[src/verilog/exec_defines.svh]
`ifndef EXEC_DEFINES_SVH
`define EXEC_DEFINES_SVH

// data word and instruction address width.
`define EXEC_XLEN 32

// width of the ALU operation code.
`define EXEC_ALU_OP_W 5

// width of the next-PC and write-back select codes.
`define EXEC_SEL_W 2

// width of the operand A and operand B select codes.
`define EXEC_OPSEL_W 3

`endif

[src/verilog/exec_data_pkg.sv]
`default_nettype none

`include "exec_defines.svh"

package exec_data_pkg;

  typedef logic [`EXEC_XLEN-1:0] word_t;
  typedef logic [`EXEC_XLEN-1:0] pc_t;

  // compare operations return 0 or 1 in bit 0.
  typedef enum logic [`EXEC_ALU_OP_W-1:0] {
    alu_add    = 'd0,
    alu_sub    = 'd1,
    alu_and    = 'd2,
    alu_or     = 'd3,
    alu_xor    = 'd4,
    alu_sll    = 'd5,
    alu_srl    = 'd6,
    alu_sra    = 'd7,
    alu_slt    = 'd8,
    alu_sltu   = 'd9,
    alu_eq     = 'd10,  // branch compares start here.
    alu_ne     = 'd11,
    alu_lt     = 'd12,
    alu_ge     = 'd13,
    alu_ltu    = 'd14,
    alu_geu    = 'd15,
    alu_pass_b = 'd16   // lui and csr immediates.
  } alu_op_t;

endpackage

`default_nettype wire

[src/verilog/exec_ctrl_pkg.sv]
`default_nettype none

`include "exec_defines.svh"

package exec_ctrl_pkg;

  typedef enum logic [`EXEC_SEL_W-1:0] {
    npc_seq    = 'd0,  // pc+4.
    npc_jal    = 'd1,  // pc+imm.
    npc_jalr   = 'd2,  // alu result with bit 0 cleared.
    npc_branch = 'd3   // pc+imm when result bit 0 is set.
  } npc_sel_t;

  typedef enum logic [`EXEC_SEL_W-1:0] {
    wb_alu    = 'd0,
    wb_link   = 'd1,  // pc+4 for jal and jalr.
    wb_pc_imm = 'd2,  // auipc.
    wb_csr    = 'd3   // old csr value.
  } wb_sel_t;

  typedef enum logic [`EXEC_OPSEL_W-1:0] {
    opa_reg      = 'd0,
    opa_bypass   = 'd1,
    opa_feedback = 'd2
  } opa_sel_t;

  // bypass and feedback also steer the store data.
  typedef enum logic [`EXEC_OPSEL_W-1:0] {
    opb_reg      = 'd0,
    opb_imm      = 'd1,
    opb_csr      = 'd2,
    opb_bypass   = 'd3,
    opb_feedback = 'd4
  } opb_sel_t;

endpackage

`default_nettype wire

[src/verilog/exec_alu.sv]
`timescale 1ns/1ns
`default_nettype none

`include "exec_defines.svh"

module exec_alu (
  input  exec_data_pkg::alu_op_t op,
  input  exec_data_pkg::word_t   a,
  input  exec_data_pkg::word_t   b,
  output exec_data_pkg::word_t   result
);

  localparam int shamt_w = $clog2(`EXEC_XLEN);

  logic [shamt_w-1:0] shamt;
  logic               lt_s;
  logic               lt_u;
  logic               eq;

  assign shamt = b[shamt_w-1:0];  // only the low bits count for shifts.
  assign lt_s  = $signed(a) < $signed(b);
  assign lt_u  = a < b;
  assign eq    = a == b;

  always_comb begin
    result = '0;
    case (op)
      exec_data_pkg::alu_add: result = a + b;
      exec_data_pkg::alu_sub: result = a - b;
      exec_data_pkg::alu_and: result = a & b;
      exec_data_pkg::alu_or:  result = a | b;
      exec_data_pkg::alu_xor: result = a ^ b;
      exec_data_pkg::alu_sll: result = a << shamt;
      exec_data_pkg::alu_srl: result = a >> shamt;
      exec_data_pkg::alu_sra: result = $signed(a) >>> shamt;
      exec_data_pkg::alu_slt: result[0] = lt_s;
      exec_data_pkg::alu_sltu: result[0] = lt_u;
      exec_data_pkg::alu_eq: result[0] = eq;
      exec_data_pkg::alu_ne: result[0] = !eq;
      exec_data_pkg::alu_lt: result[0] = lt_s;
      exec_data_pkg::alu_ge: result[0] = !lt_s;
      exec_data_pkg::alu_ltu: result[0] = lt_u;
      exec_data_pkg::alu_geu: result[0] = !lt_u;
      exec_data_pkg::alu_pass_b: result = b;
      default: result = '0;  // unused codes give zero.
    endcase
  end

endmodule

`default_nettype wire

[src/verilog/exec_operand_mux.sv]
`timescale 1ns/1ns
`default_nettype none

`include "exec_defines.svh"

module exec_operand_mux (
  input  exec_ctrl_pkg::opa_sel_t opa_sel,
  input  exec_ctrl_pkg::opb_sel_t opb_sel,
  input  exec_data_pkg::word_t    src1,
  input  exec_data_pkg::word_t    src2,
  input  exec_data_pkg::word_t    imm,
  input  exec_data_pkg::word_t    csr_src,
  input  exec_data_pkg::word_t    bypass_data,
  input  exec_data_pkg::word_t    feedback_data,
  output exec_data_pkg::word_t    operand_a,
  output exec_data_pkg::word_t    operand_b,
  output exec_data_pkg::word_t    store_src
);

  logic [`EXEC_XLEN-1:0] src2_fwd;

  always_comb begin
    case (opa_sel)
      exec_ctrl_pkg::opa_bypass:   operand_a = bypass_data;
      exec_ctrl_pkg::opa_feedback: operand_a = feedback_data;  // previous write-back value.
      default:                     operand_a = src1;
    endcase
  end

  // src2 after forwarding, without the immediate or csr choices.
  always_comb begin
    case (opb_sel)
      exec_ctrl_pkg::opb_bypass:   src2_fwd = bypass_data;
      exec_ctrl_pkg::opb_feedback: src2_fwd = feedback_data;
      default:                     src2_fwd = src2;
    endcase
  end

  always_comb begin
    case (opb_sel)
      exec_ctrl_pkg::opb_imm: operand_b = imm;
      exec_ctrl_pkg::opb_csr: operand_b = csr_src;
      default:                operand_b = src2_fwd;
    endcase
  end

  // a store with an immediate offset still stores the forwarded rs2.
  assign store_src = src2_fwd;

endmodule

`default_nettype wire

[src/verilog/exec_stage.sv]
`timescale 1ns/1ns
`default_nettype none

`include "exec_defines.svh"

module exec_stage (
  input  logic                    clock,
  input  logic                    reset,
  input  logic                    stall,
  input  logic                    flush,
  input  logic                    issue_valid,
  input  exec_data_pkg::pc_t      issue_pc,
  input  exec_data_pkg::word_t    imm,
  input  exec_data_pkg::word_t    csr_src,
  input  exec_data_pkg::alu_op_t  alu_op,
  input  exec_ctrl_pkg::npc_sel_t npc_sel,
  input  exec_ctrl_pkg::wb_sel_t  wb_sel,
  input  exec_data_pkg::word_t    operand_a,
  input  exec_data_pkg::word_t    operand_b,
  input  exec_data_pkg::word_t    store_src,
  input  exec_data_pkg::word_t    alu_result,
  output exec_data_pkg::alu_op_t  alu_op_q,
  output exec_data_pkg::word_t    alu_a,
  output exec_data_pkg::word_t    alu_b,
  output logic                    exec_valid,
  output exec_data_pkg::pc_t      exec_pc,
  output exec_data_pkg::pc_t      next_pc,
  output exec_data_pkg::word_t    wb_data,
  output exec_data_pkg::word_t    csr_wdata,
  output exec_data_pkg::word_t    store_data,
  output logic                    redirect
);

  localparam exec_data_pkg::pc_t pc_step = exec_data_pkg::pc_t'(4);

  logic                    valid_q;
  exec_ctrl_pkg::npc_sel_t npc_sel_q;
  exec_ctrl_pkg::wb_sel_t  wb_sel_q;
  exec_data_pkg::pc_t      pc_q;
  exec_data_pkg::pc_t      snpc_q;
  exec_data_pkg::pc_t      dnpc_q;
  exec_data_pkg::word_t    csr_q;
  exec_data_pkg::word_t    store_q;
  exec_data_pkg::alu_op_t  op_q;
  exec_data_pkg::word_t    a_q;
  exec_data_pkg::word_t    b_q;

  // flush wins over stall, so a flushed slot never comes back.
  always_ff @(posedge clock) begin
    if (reset) begin
      valid_q   <= 1'b0;
      npc_sel_q <= exec_ctrl_pkg::npc_seq;
      wb_sel_q  <= exec_ctrl_pkg::wb_alu;
    end else begin
      if (flush) begin
        valid_q <= 1'b0;
      end else if (!stall) begin
        valid_q <= issue_valid;
      end
      if (!stall) begin
        npc_sel_q <= npc_sel;
        wb_sel_q  <= wb_sel;
      end
    end
  end

  // fields are taken on every unstalled edge, valid or not.
  always_ff @(posedge clock) begin
    if (!stall) begin
      pc_q    <= issue_pc;
      snpc_q  <= issue_pc + pc_step;  // both targets are ready before the alu settles.
      dnpc_q  <= issue_pc + imm;
      csr_q   <= csr_src;
      store_q <= store_src;
      op_q    <= alu_op;
      a_q     <= operand_a;
      b_q     <= operand_b;
    end
  end

  always_comb begin
    case (npc_sel_q)
      exec_ctrl_pkg::npc_jal:    next_pc = dnpc_q;
      exec_ctrl_pkg::npc_jalr:   next_pc = {alu_result[`EXEC_XLEN-1:1], 1'b0};
      exec_ctrl_pkg::npc_branch: next_pc = alu_result[0] ? dnpc_q : snpc_q;
      default:                   next_pc = snpc_q;
    endcase
  end

  always_comb begin
    case (wb_sel_q)
      exec_ctrl_pkg::wb_link:   wb_data = snpc_q;
      exec_ctrl_pkg::wb_pc_imm: wb_data = dnpc_q;
      exec_ctrl_pkg::wb_csr:    wb_data = csr_q;  // csr read returns the old value.
      default:                  wb_data = alu_result;
    endcase
  end

  assign alu_op_q   = op_q;
  assign alu_a      = a_q;
  assign alu_b      = b_q;
  assign exec_valid = valid_q;
  assign exec_pc    = pc_q;
  assign csr_wdata  = alu_result;
  assign store_data = store_q;

  // no prediction, so every non-sequential instruction redirects fetch.
  assign redirect = valid_q && (npc_sel_q != exec_ctrl_pkg::npc_seq);

endmodule

`default_nettype wire

[src/verilog/exec_top.sv]
`timescale 1ns/1ns
`default_nettype none

`include "exec_defines.svh"

module exec_top (
  input  logic                    clock,
  input  logic                    reset,
  input  logic                    stall,
  input  logic                    flush,
  input  logic                    issue_valid,
  input  exec_data_pkg::pc_t      issue_pc,
  input  exec_data_pkg::word_t    imm,
  input  exec_data_pkg::word_t    src1,
  input  exec_data_pkg::word_t    src2,
  input  exec_data_pkg::word_t    csr_src,
  input  exec_data_pkg::word_t    bypass_data,
  input  exec_data_pkg::alu_op_t  alu_op,
  input  exec_ctrl_pkg::opa_sel_t opa_sel,
  input  exec_ctrl_pkg::opb_sel_t opb_sel,
  input  exec_ctrl_pkg::npc_sel_t npc_sel,
  input  exec_ctrl_pkg::wb_sel_t  wb_sel,
  output logic                    exec_valid,
  output exec_data_pkg::pc_t      exec_pc,
  output exec_data_pkg::pc_t      next_pc,
  output exec_data_pkg::word_t    wb_data,
  output exec_data_pkg::word_t    csr_wdata,
  output exec_data_pkg::word_t    store_data,
  output logic                    redirect
);

  logic [`EXEC_XLEN-1:0]  operand_a;
  logic [`EXEC_XLEN-1:0]  operand_b;
  logic [`EXEC_XLEN-1:0]  store_src;
  logic [`EXEC_XLEN-1:0]  alu_a;
  logic [`EXEC_XLEN-1:0]  alu_b;
  logic [`EXEC_XLEN-1:0]  alu_result;
  exec_data_pkg::alu_op_t alu_op_q;

  // feedback comes from the write-back value on the outputs this cycle.
  exec_operand_mux operand_mux0 (
    .opa_sel       (opa_sel),
    .opb_sel       (opb_sel),
    .src1          (src1),
    .src2          (src2),
    .imm           (imm),
    .csr_src       (csr_src),
    .bypass_data   (bypass_data),
    .feedback_data (wb_data),
    .operand_a     (operand_a),
    .operand_b     (operand_b),
    .store_src     (store_src)
  );

  exec_stage stage0 (
    .clock       (clock),
    .reset       (reset),
    .stall       (stall),
    .flush       (flush),
    .issue_valid (issue_valid),
    .issue_pc    (issue_pc),
    .imm         (imm),
    .csr_src     (csr_src),
    .alu_op      (alu_op),
    .npc_sel     (npc_sel),
    .wb_sel      (wb_sel),
    .operand_a   (operand_a),
    .operand_b   (operand_b),
    .store_src   (store_src),
    .alu_result  (alu_result),
    .alu_op_q    (alu_op_q),
    .alu_a       (alu_a),
    .alu_b       (alu_b),
    .exec_valid  (exec_valid),
    .exec_pc     (exec_pc),
    .next_pc     (next_pc),
    .wb_data     (wb_data),
    .csr_wdata   (csr_wdata),
    .store_data  (store_data),
    .redirect    (redirect)
  );

  exec_alu alu0 (
    .op     (alu_op_q),
    .a      (alu_a),
    .b      (alu_b),
    .result (alu_result)
  );

endmodule

`default_nettype wire

[config.mk]
export PLATFORM = sky130hd
export DESIGN_NAME = exec_top
export DESIGN_NICKNAME = d
export VERILOG_FILES = /design/src/verilog/exec_data_pkg.sv /design/src/verilog/exec_ctrl_pkg.sv /design/src/verilog/exec_alu.sv /design/src/verilog/exec_operand_mux.sv /design/src/verilog/exec_stage.sv /design/src/verilog/exec_top.sv
export VERILOG_INCLUDE_DIRS = /design/src /design/src/verilog
export SDC_FILE = /design/constraint.sdc
export NUM_CORES = 1
export LEC_CHECK = 0
export ABC_AREA = 1
export BUFFER_PORTS_ARGS = -buffer_cell sky130_fd_sc_hd__buf_2
export CAP_MARGIN = 0
export CORE_MARGIN = 2
export CORE_UTILIZATION = 50
export CTS_BUF_LIST = sky130_fd_sc_hd__clkbuf_8
export DETAILED_ROUTE_END_ITERATION = 16
export GPL_TIMING_DRIVEN = 1
export PLACE_DENSITY = 0.69
export SETUP_SLACK_MARGIN = 0.2
export SYNTH_ARGS = -nofsm -noshare
export SYNTH_HDL_FRONTEND = slang
export SYNTH_HIERARCHICAL = 1
export SYNTH_SLANG_ARGS = --single-unit
export TNS_END_PERCENT = 30
[constraint.sdc]
create_clock -name clock -period 11.9 [get_ports clock]
set_input_delay 1.19 -clock clock [delete_from_list [all_inputs] [get_ports clock]]
set_output_delay 1.19 -clock clock [all_outputs]
set_load 0.005 [all_outputs]
# == After elaboration in Yosys (flattened, before gate mapping) ==
# Index checks and enable logic that the tools add are counted.
# classes
addsub,4
magnitude_cmp,2
n_eq_ne,29
shifts,3
n_mux,8
bitwise,3
reduce_logical,9
# ops
cell,n
$pmux W31 S9,1
$pmux W32 S2,3
$pmux W32 S3,2
$add A32 B32 Y32,2
$lt A32 B32 Y1,2
$eq A5 B4 Y1 const B,8
$add A32 B3 Y32 const B,1
$and A32 B32 Y32,1
$eq A32 B32 Y1,1
$mux W32,1
$or A32 B32 Y32,1
$shl A32 B5 Y32,1
$shr A32 B5 Y32,1
$sshr A32 B5 Y32,1
$sub A32 B32 Y32,1
$xor A32 B32 Y32,1
$eq A5 B3 Y1 const B,4
$pmux W1 S15,1
$eq A5 B2 Y1 const B,2
$eq A3 B2 Y1 const B,3
$eq A2 B2 Y1 const B,4
$eq A3 B1 Y1 const B,2
$reduce_or A2 Y1,3
$eq A5 B1 Y1 const B,1
other kinds (7),10
# word_totals
register_bits,234
input_bits,212
output_inout_bits,162
wordCells,69

# == Logic depth before layout (Yosys ltp) ==
# depth
ltp_word,6
mapped_depth,28

# == Cells and area by module ==
# Netlist, hierarchy kept.
# by_module_without_submodules
mod,n_inst,cells_each,area_each_um2
exec_stage,1,1232,11845.1
exec_alu,1,2155,10473.8
exec_operand_mux,1,571,2844.0

# == Least setup slack after synthesis ==
# No wires, ideal clock.
# synth_timing
path_type,input-to-reg
from,in stall
to,"reg stage0.a_q[0], in the netlist stage0/alu_a[0] (enable)"
setup_time_ns,0.578
t_arrival_ns,5.768
setup_slack_ns,5.554
stages,2
path_buffers,1
path_cell_list,clkbuf_1 inv_1
# synth_rtl
item,line_no,source
start: declaration,exec_top.sv:9,"input logic stall,"
end signal: assignment,exec_stage.sv:76,a_q <= operand_a;
end: declaration,exec_stage.sv:45,exec_data_pkg::word_t a_q;
# No word-level cell between the ends.

# == Final worst setup path ==
# layout_timing
from,"reg stage0.b_q[1], in the netlist stage0/alu_b[1]"
to,out next_pc[31]
# layout_between
elab_chain_cells,5
# layout_lines
item,line_no,source
start: declaration,exec_stage.sv:46,exec_data_pkg::word_t b_q;
start signal: assignment,exec_stage.sv:77,b_q <= operand_b;
$lt A32 B32 Y1 (tied with other cells),exec_alu.sv:22,assign lt_u = a < b;
"$logic_not A1 Y1, on equally long branches","exec_alu.sv:43, exec_alu.sv:39, exec_alu.sv:41",
$pmux W1 S15,exec_alu.sv:27,case (op)
$mux W32,exec_stage.sv:85,exec_ctrl_pkg::npc_branch: next_pc = alu_result[0] ? dnpc_q : snpc_q;
$pmux W32 S3 *,exec_stage.sv:82,case (npc_sel_q)
end: declaration,exec_top.sv:25,"output exec_data_pkg::pc_t next_pc,"
# Mark *: on every way between the ends. The rest lies on a longest branch, timed or not.

==> metrics.md <==
| Metric | Value |
|---|---|
| Outcome | finished clean |
| Max Freq | 144.5 MHz |
| Post-DP HPWL | around 95000 microns |
| Vias in the first global route | 27380 |
| Min Clock Period, post-route | 6.922 ns |
| Synth top cells by count | 1380 x nand2_1, 547 x nand3_1, 518 x inv_1, 245 x nor2_1, 227 x edfxtp_1 |
| Core Util, Final | 55.67% |
| Synth Flop Type | edfxtp_1 |
| Pint | 1771 uW |
| Total setup buffers inserted after CTS | 0 |
| Num CTS Buffers | 44 |
| RSZ-0062 raised after global routing | no |
| Least-Margin Pin Slew | 1.025 ns |
| Count of different cell masters after synthesis | 56 |
| Final Cycle Share | 58.17% |
| NumNets Final | ~4600 |
| Initial DRC count | 4089 |
| Post-Synthesis Cells | 3958 |
| Max cap viols | 0 |
| Final Hold Vio Count | 0 |
| Area of the mapped netlist | 25160 sq um |
| Power share of the sequential group | 33.9% |
| Syn_nets | approximately 4300 |
| First-pass DRT Iterations | 6 |
| Clk_skew | 0.06077 ns |
| Initial Util | 50.36% |
| Final GP Congestion | approximately 1.1 |
| Seq/Total Area, Yosys | 27.49% |
| Root Driver | clkbuf_8 |
| Post-synthesis register bit count | 232 |
| Hold Crit Class | reg2reg |
| Setup crit end kind | primary output |
| Relative slew slack | 31.41% |
| Setup TNS | 0 ns |
| Post-CTS Hold Buffers | 0 |
| Final setup viols | 0 |
| Sw Ratio | a little over two fifths |
| All-Layer GR Usage | roughly 45% |
| Total power | 3135 uW |
| Layout area overhead | 10.54% |
| Crit path kind | reg2out |
| Post-CTS sizing | 0 |
| Core area | 49970 sq um |
| Layout cell share with drive strength beyond 1 | 14.74% |
| Post-Route WL | 120700 microns |
| Max Slew Vio Count | 0 |
| Clock sink count | 232 |
| H-tree depth | 2 |
| Maximum vdd drop | 91.75 uV |
| Yosys warns | 6 |
| Synth area leaders | edfxtp_1 27%, nand2_1 21%, nand3_1 11% |
| Vias/cell | 5.976 |
| First-pass GRT wire length | 173100 microns |
| # DRC | 0 |
| Skew-Pair Late Insertion Delay | 0.65 ns |
| Pwr dens | 112.7 nW/um^2 |
| Clock Pin Slew Worst Setup and Hold Paths | around 0.08 ns |
| Proportion of power drawn by combinational gates | between 40% and 50% |
| Crit-path max FO | 52 |
| # IOs | 374 |
| Sw Pwr | 1364 uW |
| Max clock buf depth | 3 |
| Die W | ~230 microns |
| Number of synthesized flops with an enable pin | between 200 and 250 |
| Routed vias | about 29000 |
| TritonCTS clock tree | built |
| Worst Path Arrival | roughly 5.7 ns |
| Largest area contributor in the netlist | edfxtp_1 |
| Worst setup SP type | flop |
| Wire per inst | 24.54 microns |
| Gr ovfl total | 0 |
| Core Rows | 82 |
| Die H | 228.3 microns |
| Synth top area share | 27.09% |
| Post-route ant nets | 0 |
| Power share of the clock group | 25.6% |
| Die area | 52140 sq um |
| Port Buf Inserts | approximately 370 |
| Ys async rst share | 0% |
| Pleak | approximately 0.014 uW |
| Initial antenna violation count | 13 |
| Largest net degree at the start of global routing | 110 |
| Worst EP required | 10.71 ns |
| Syn_area_per_cell | 6.357 sq um |
| Count leader, synth | nand2_1 |
placed cells by master (no fill, tap or decap), types with 4 or more instances in the layout:
cell and n:
o21ai_1 7, and2_1 12, xor2_1 32, clkinv_2 7, inv_2 17, o21bai_1 11, clkbuf_8 44, nand2_1 1380
nand3_2 38, a31o_2 31, buf_2 373, nor2_2 13, nor3_1 37, nor2_4 12, nor2_8 5, ha_1 129
inv_1 523, diode_2 7, o2111ai_1 6, nand3_1 547, o211ai_1 24, nand2_4 4, clkinv_1 12, buf_4 33
xnor2_1 11, a21oi_1 125, o22ai_1 32, nand2_2 32, o21ai_0 110, nand4_1 117, nor2_1 239, edfxtp_1 227
dfxtp_1 5
worst max-delay path, stage by stage, from the launching register on:
cell	delay, ns
edfxtp_1	0.90
buf_4	0.61
inv_2	0.33
buf_4	0.38
nand3_1	0.18
nand3_1	0.10
nand3_1	0.32
nand3_1	0.20
a21oi_1	0.36
nor2_1	0.09
nand2_1	0.19
inv_1	0.11
nand2_1	0.07
buf_4	0.39
nand2_1	0.09
buf_4	0.29
a31o_2	0.30
buf_2	0.14
registers in the layout (all words and copies together) (netlist names):
| register | count |
|---|---|
| stage0/store_data | 32 |
| stage0/alu_op_q | 5 |
| stage0/wb_sel_q | 2 |
| stage0/alu_a | 32 |
| stage0/snpc_q | 30 |
| stage0/npc_sel_q | 2 |
| stage0/alu_b | 32 |
| stage0/dnpc_q | 32 |
| stage0/exec_valid | 1 |
| stage0/csr_q | 32 |
| stage0/exec_pc | 32 |
path summary, 6_finish.rpt:
check                                       from                              to  slack (ns)  cells after the start
setup / recovery       stage0/alu_b[1]$_DFFE_PN_                     next_pc[31]        4.98                     17
hold / removal    stage0/exec_valid$_SDFFE_PP0N_  stage0/exec_valid$_SDFFE_PP0N_        0.54                      2
hold reg to reg   stage0/exec_valid$_SDFFE_PP0N_  stage0/exec_valid$_SDFFE_PP0N_        0.54                      2
setup reg to reg       stage0/alu_b[1]$_DFFE_PN_      stage0/alu_b[13]$_DFFE_PN_        6.73                     20
routing by layer:
metal | share of wire [%] | routed length (microns) | global-route usage, %
met2 | 44 | 53560 | 70.49
met4 | 6.9 | 8337 | 26.67
met1 | 36 | 44040 | 55.64
met3 | 12 | 14700 | 9.955
met5 | 0.051 | 61 | 0
per-stage QoR:
| step | instance area [sq um] | hold slack (ns) | setup slack (ns) | std cells |
|---|---|---|---|---|
| detailed placement | 26950 | 0.5206 | 5.900 | 4835 |
| global route | 27810 | 0.5557 | 4.900 | 4917 |
| CTS | 27800 | 0.5300 | 5.236 | 4911 |
| finish | 27820 | 0.5358 | 4.978 | 4918 |
| global placement | 26950 | 0.4925 | 5.956 | 4835 |
| floorplan | 25160 | 0.4563 | 5.554 | 3958 |
kinds of logic after synthesis:
logic type | synth area share, %
AOI/OAI and AO/OA | 8.458
xor gates and xnor gates | 1.497
adders and majority gates | 6.653
buffers and inverters | 12.74
DFF | 27.49
and+or+nand+nor | 43.17
area by class of cell:
cell class	count	area, sq um
sequential	232	6917
timing repair buffer	406	2115
clock buffer	44	605.6
inverter	536	2027
clock inverter	32	237.7
antenna	7	17.52
fill	5177	22150
tap	672	840.8
multi-input combinational	2989	15060
power by group through the flow:
stage / Clock, uW / Combinational, uW / Sequential [uW]
3_5_place_dp: 0 / 1220 / 1070
5_1_grt: 834 / 1360 / 1070
4_1_cts: 803 / 1220 / 1060
2_1_floorplan: 0 / 781 / 1050
3_3_place_gp: 0 / 1210 / 1080
6_report: 801 / 1270 / 1060
No activity file was read; power rests on OpenSTA's default activity.
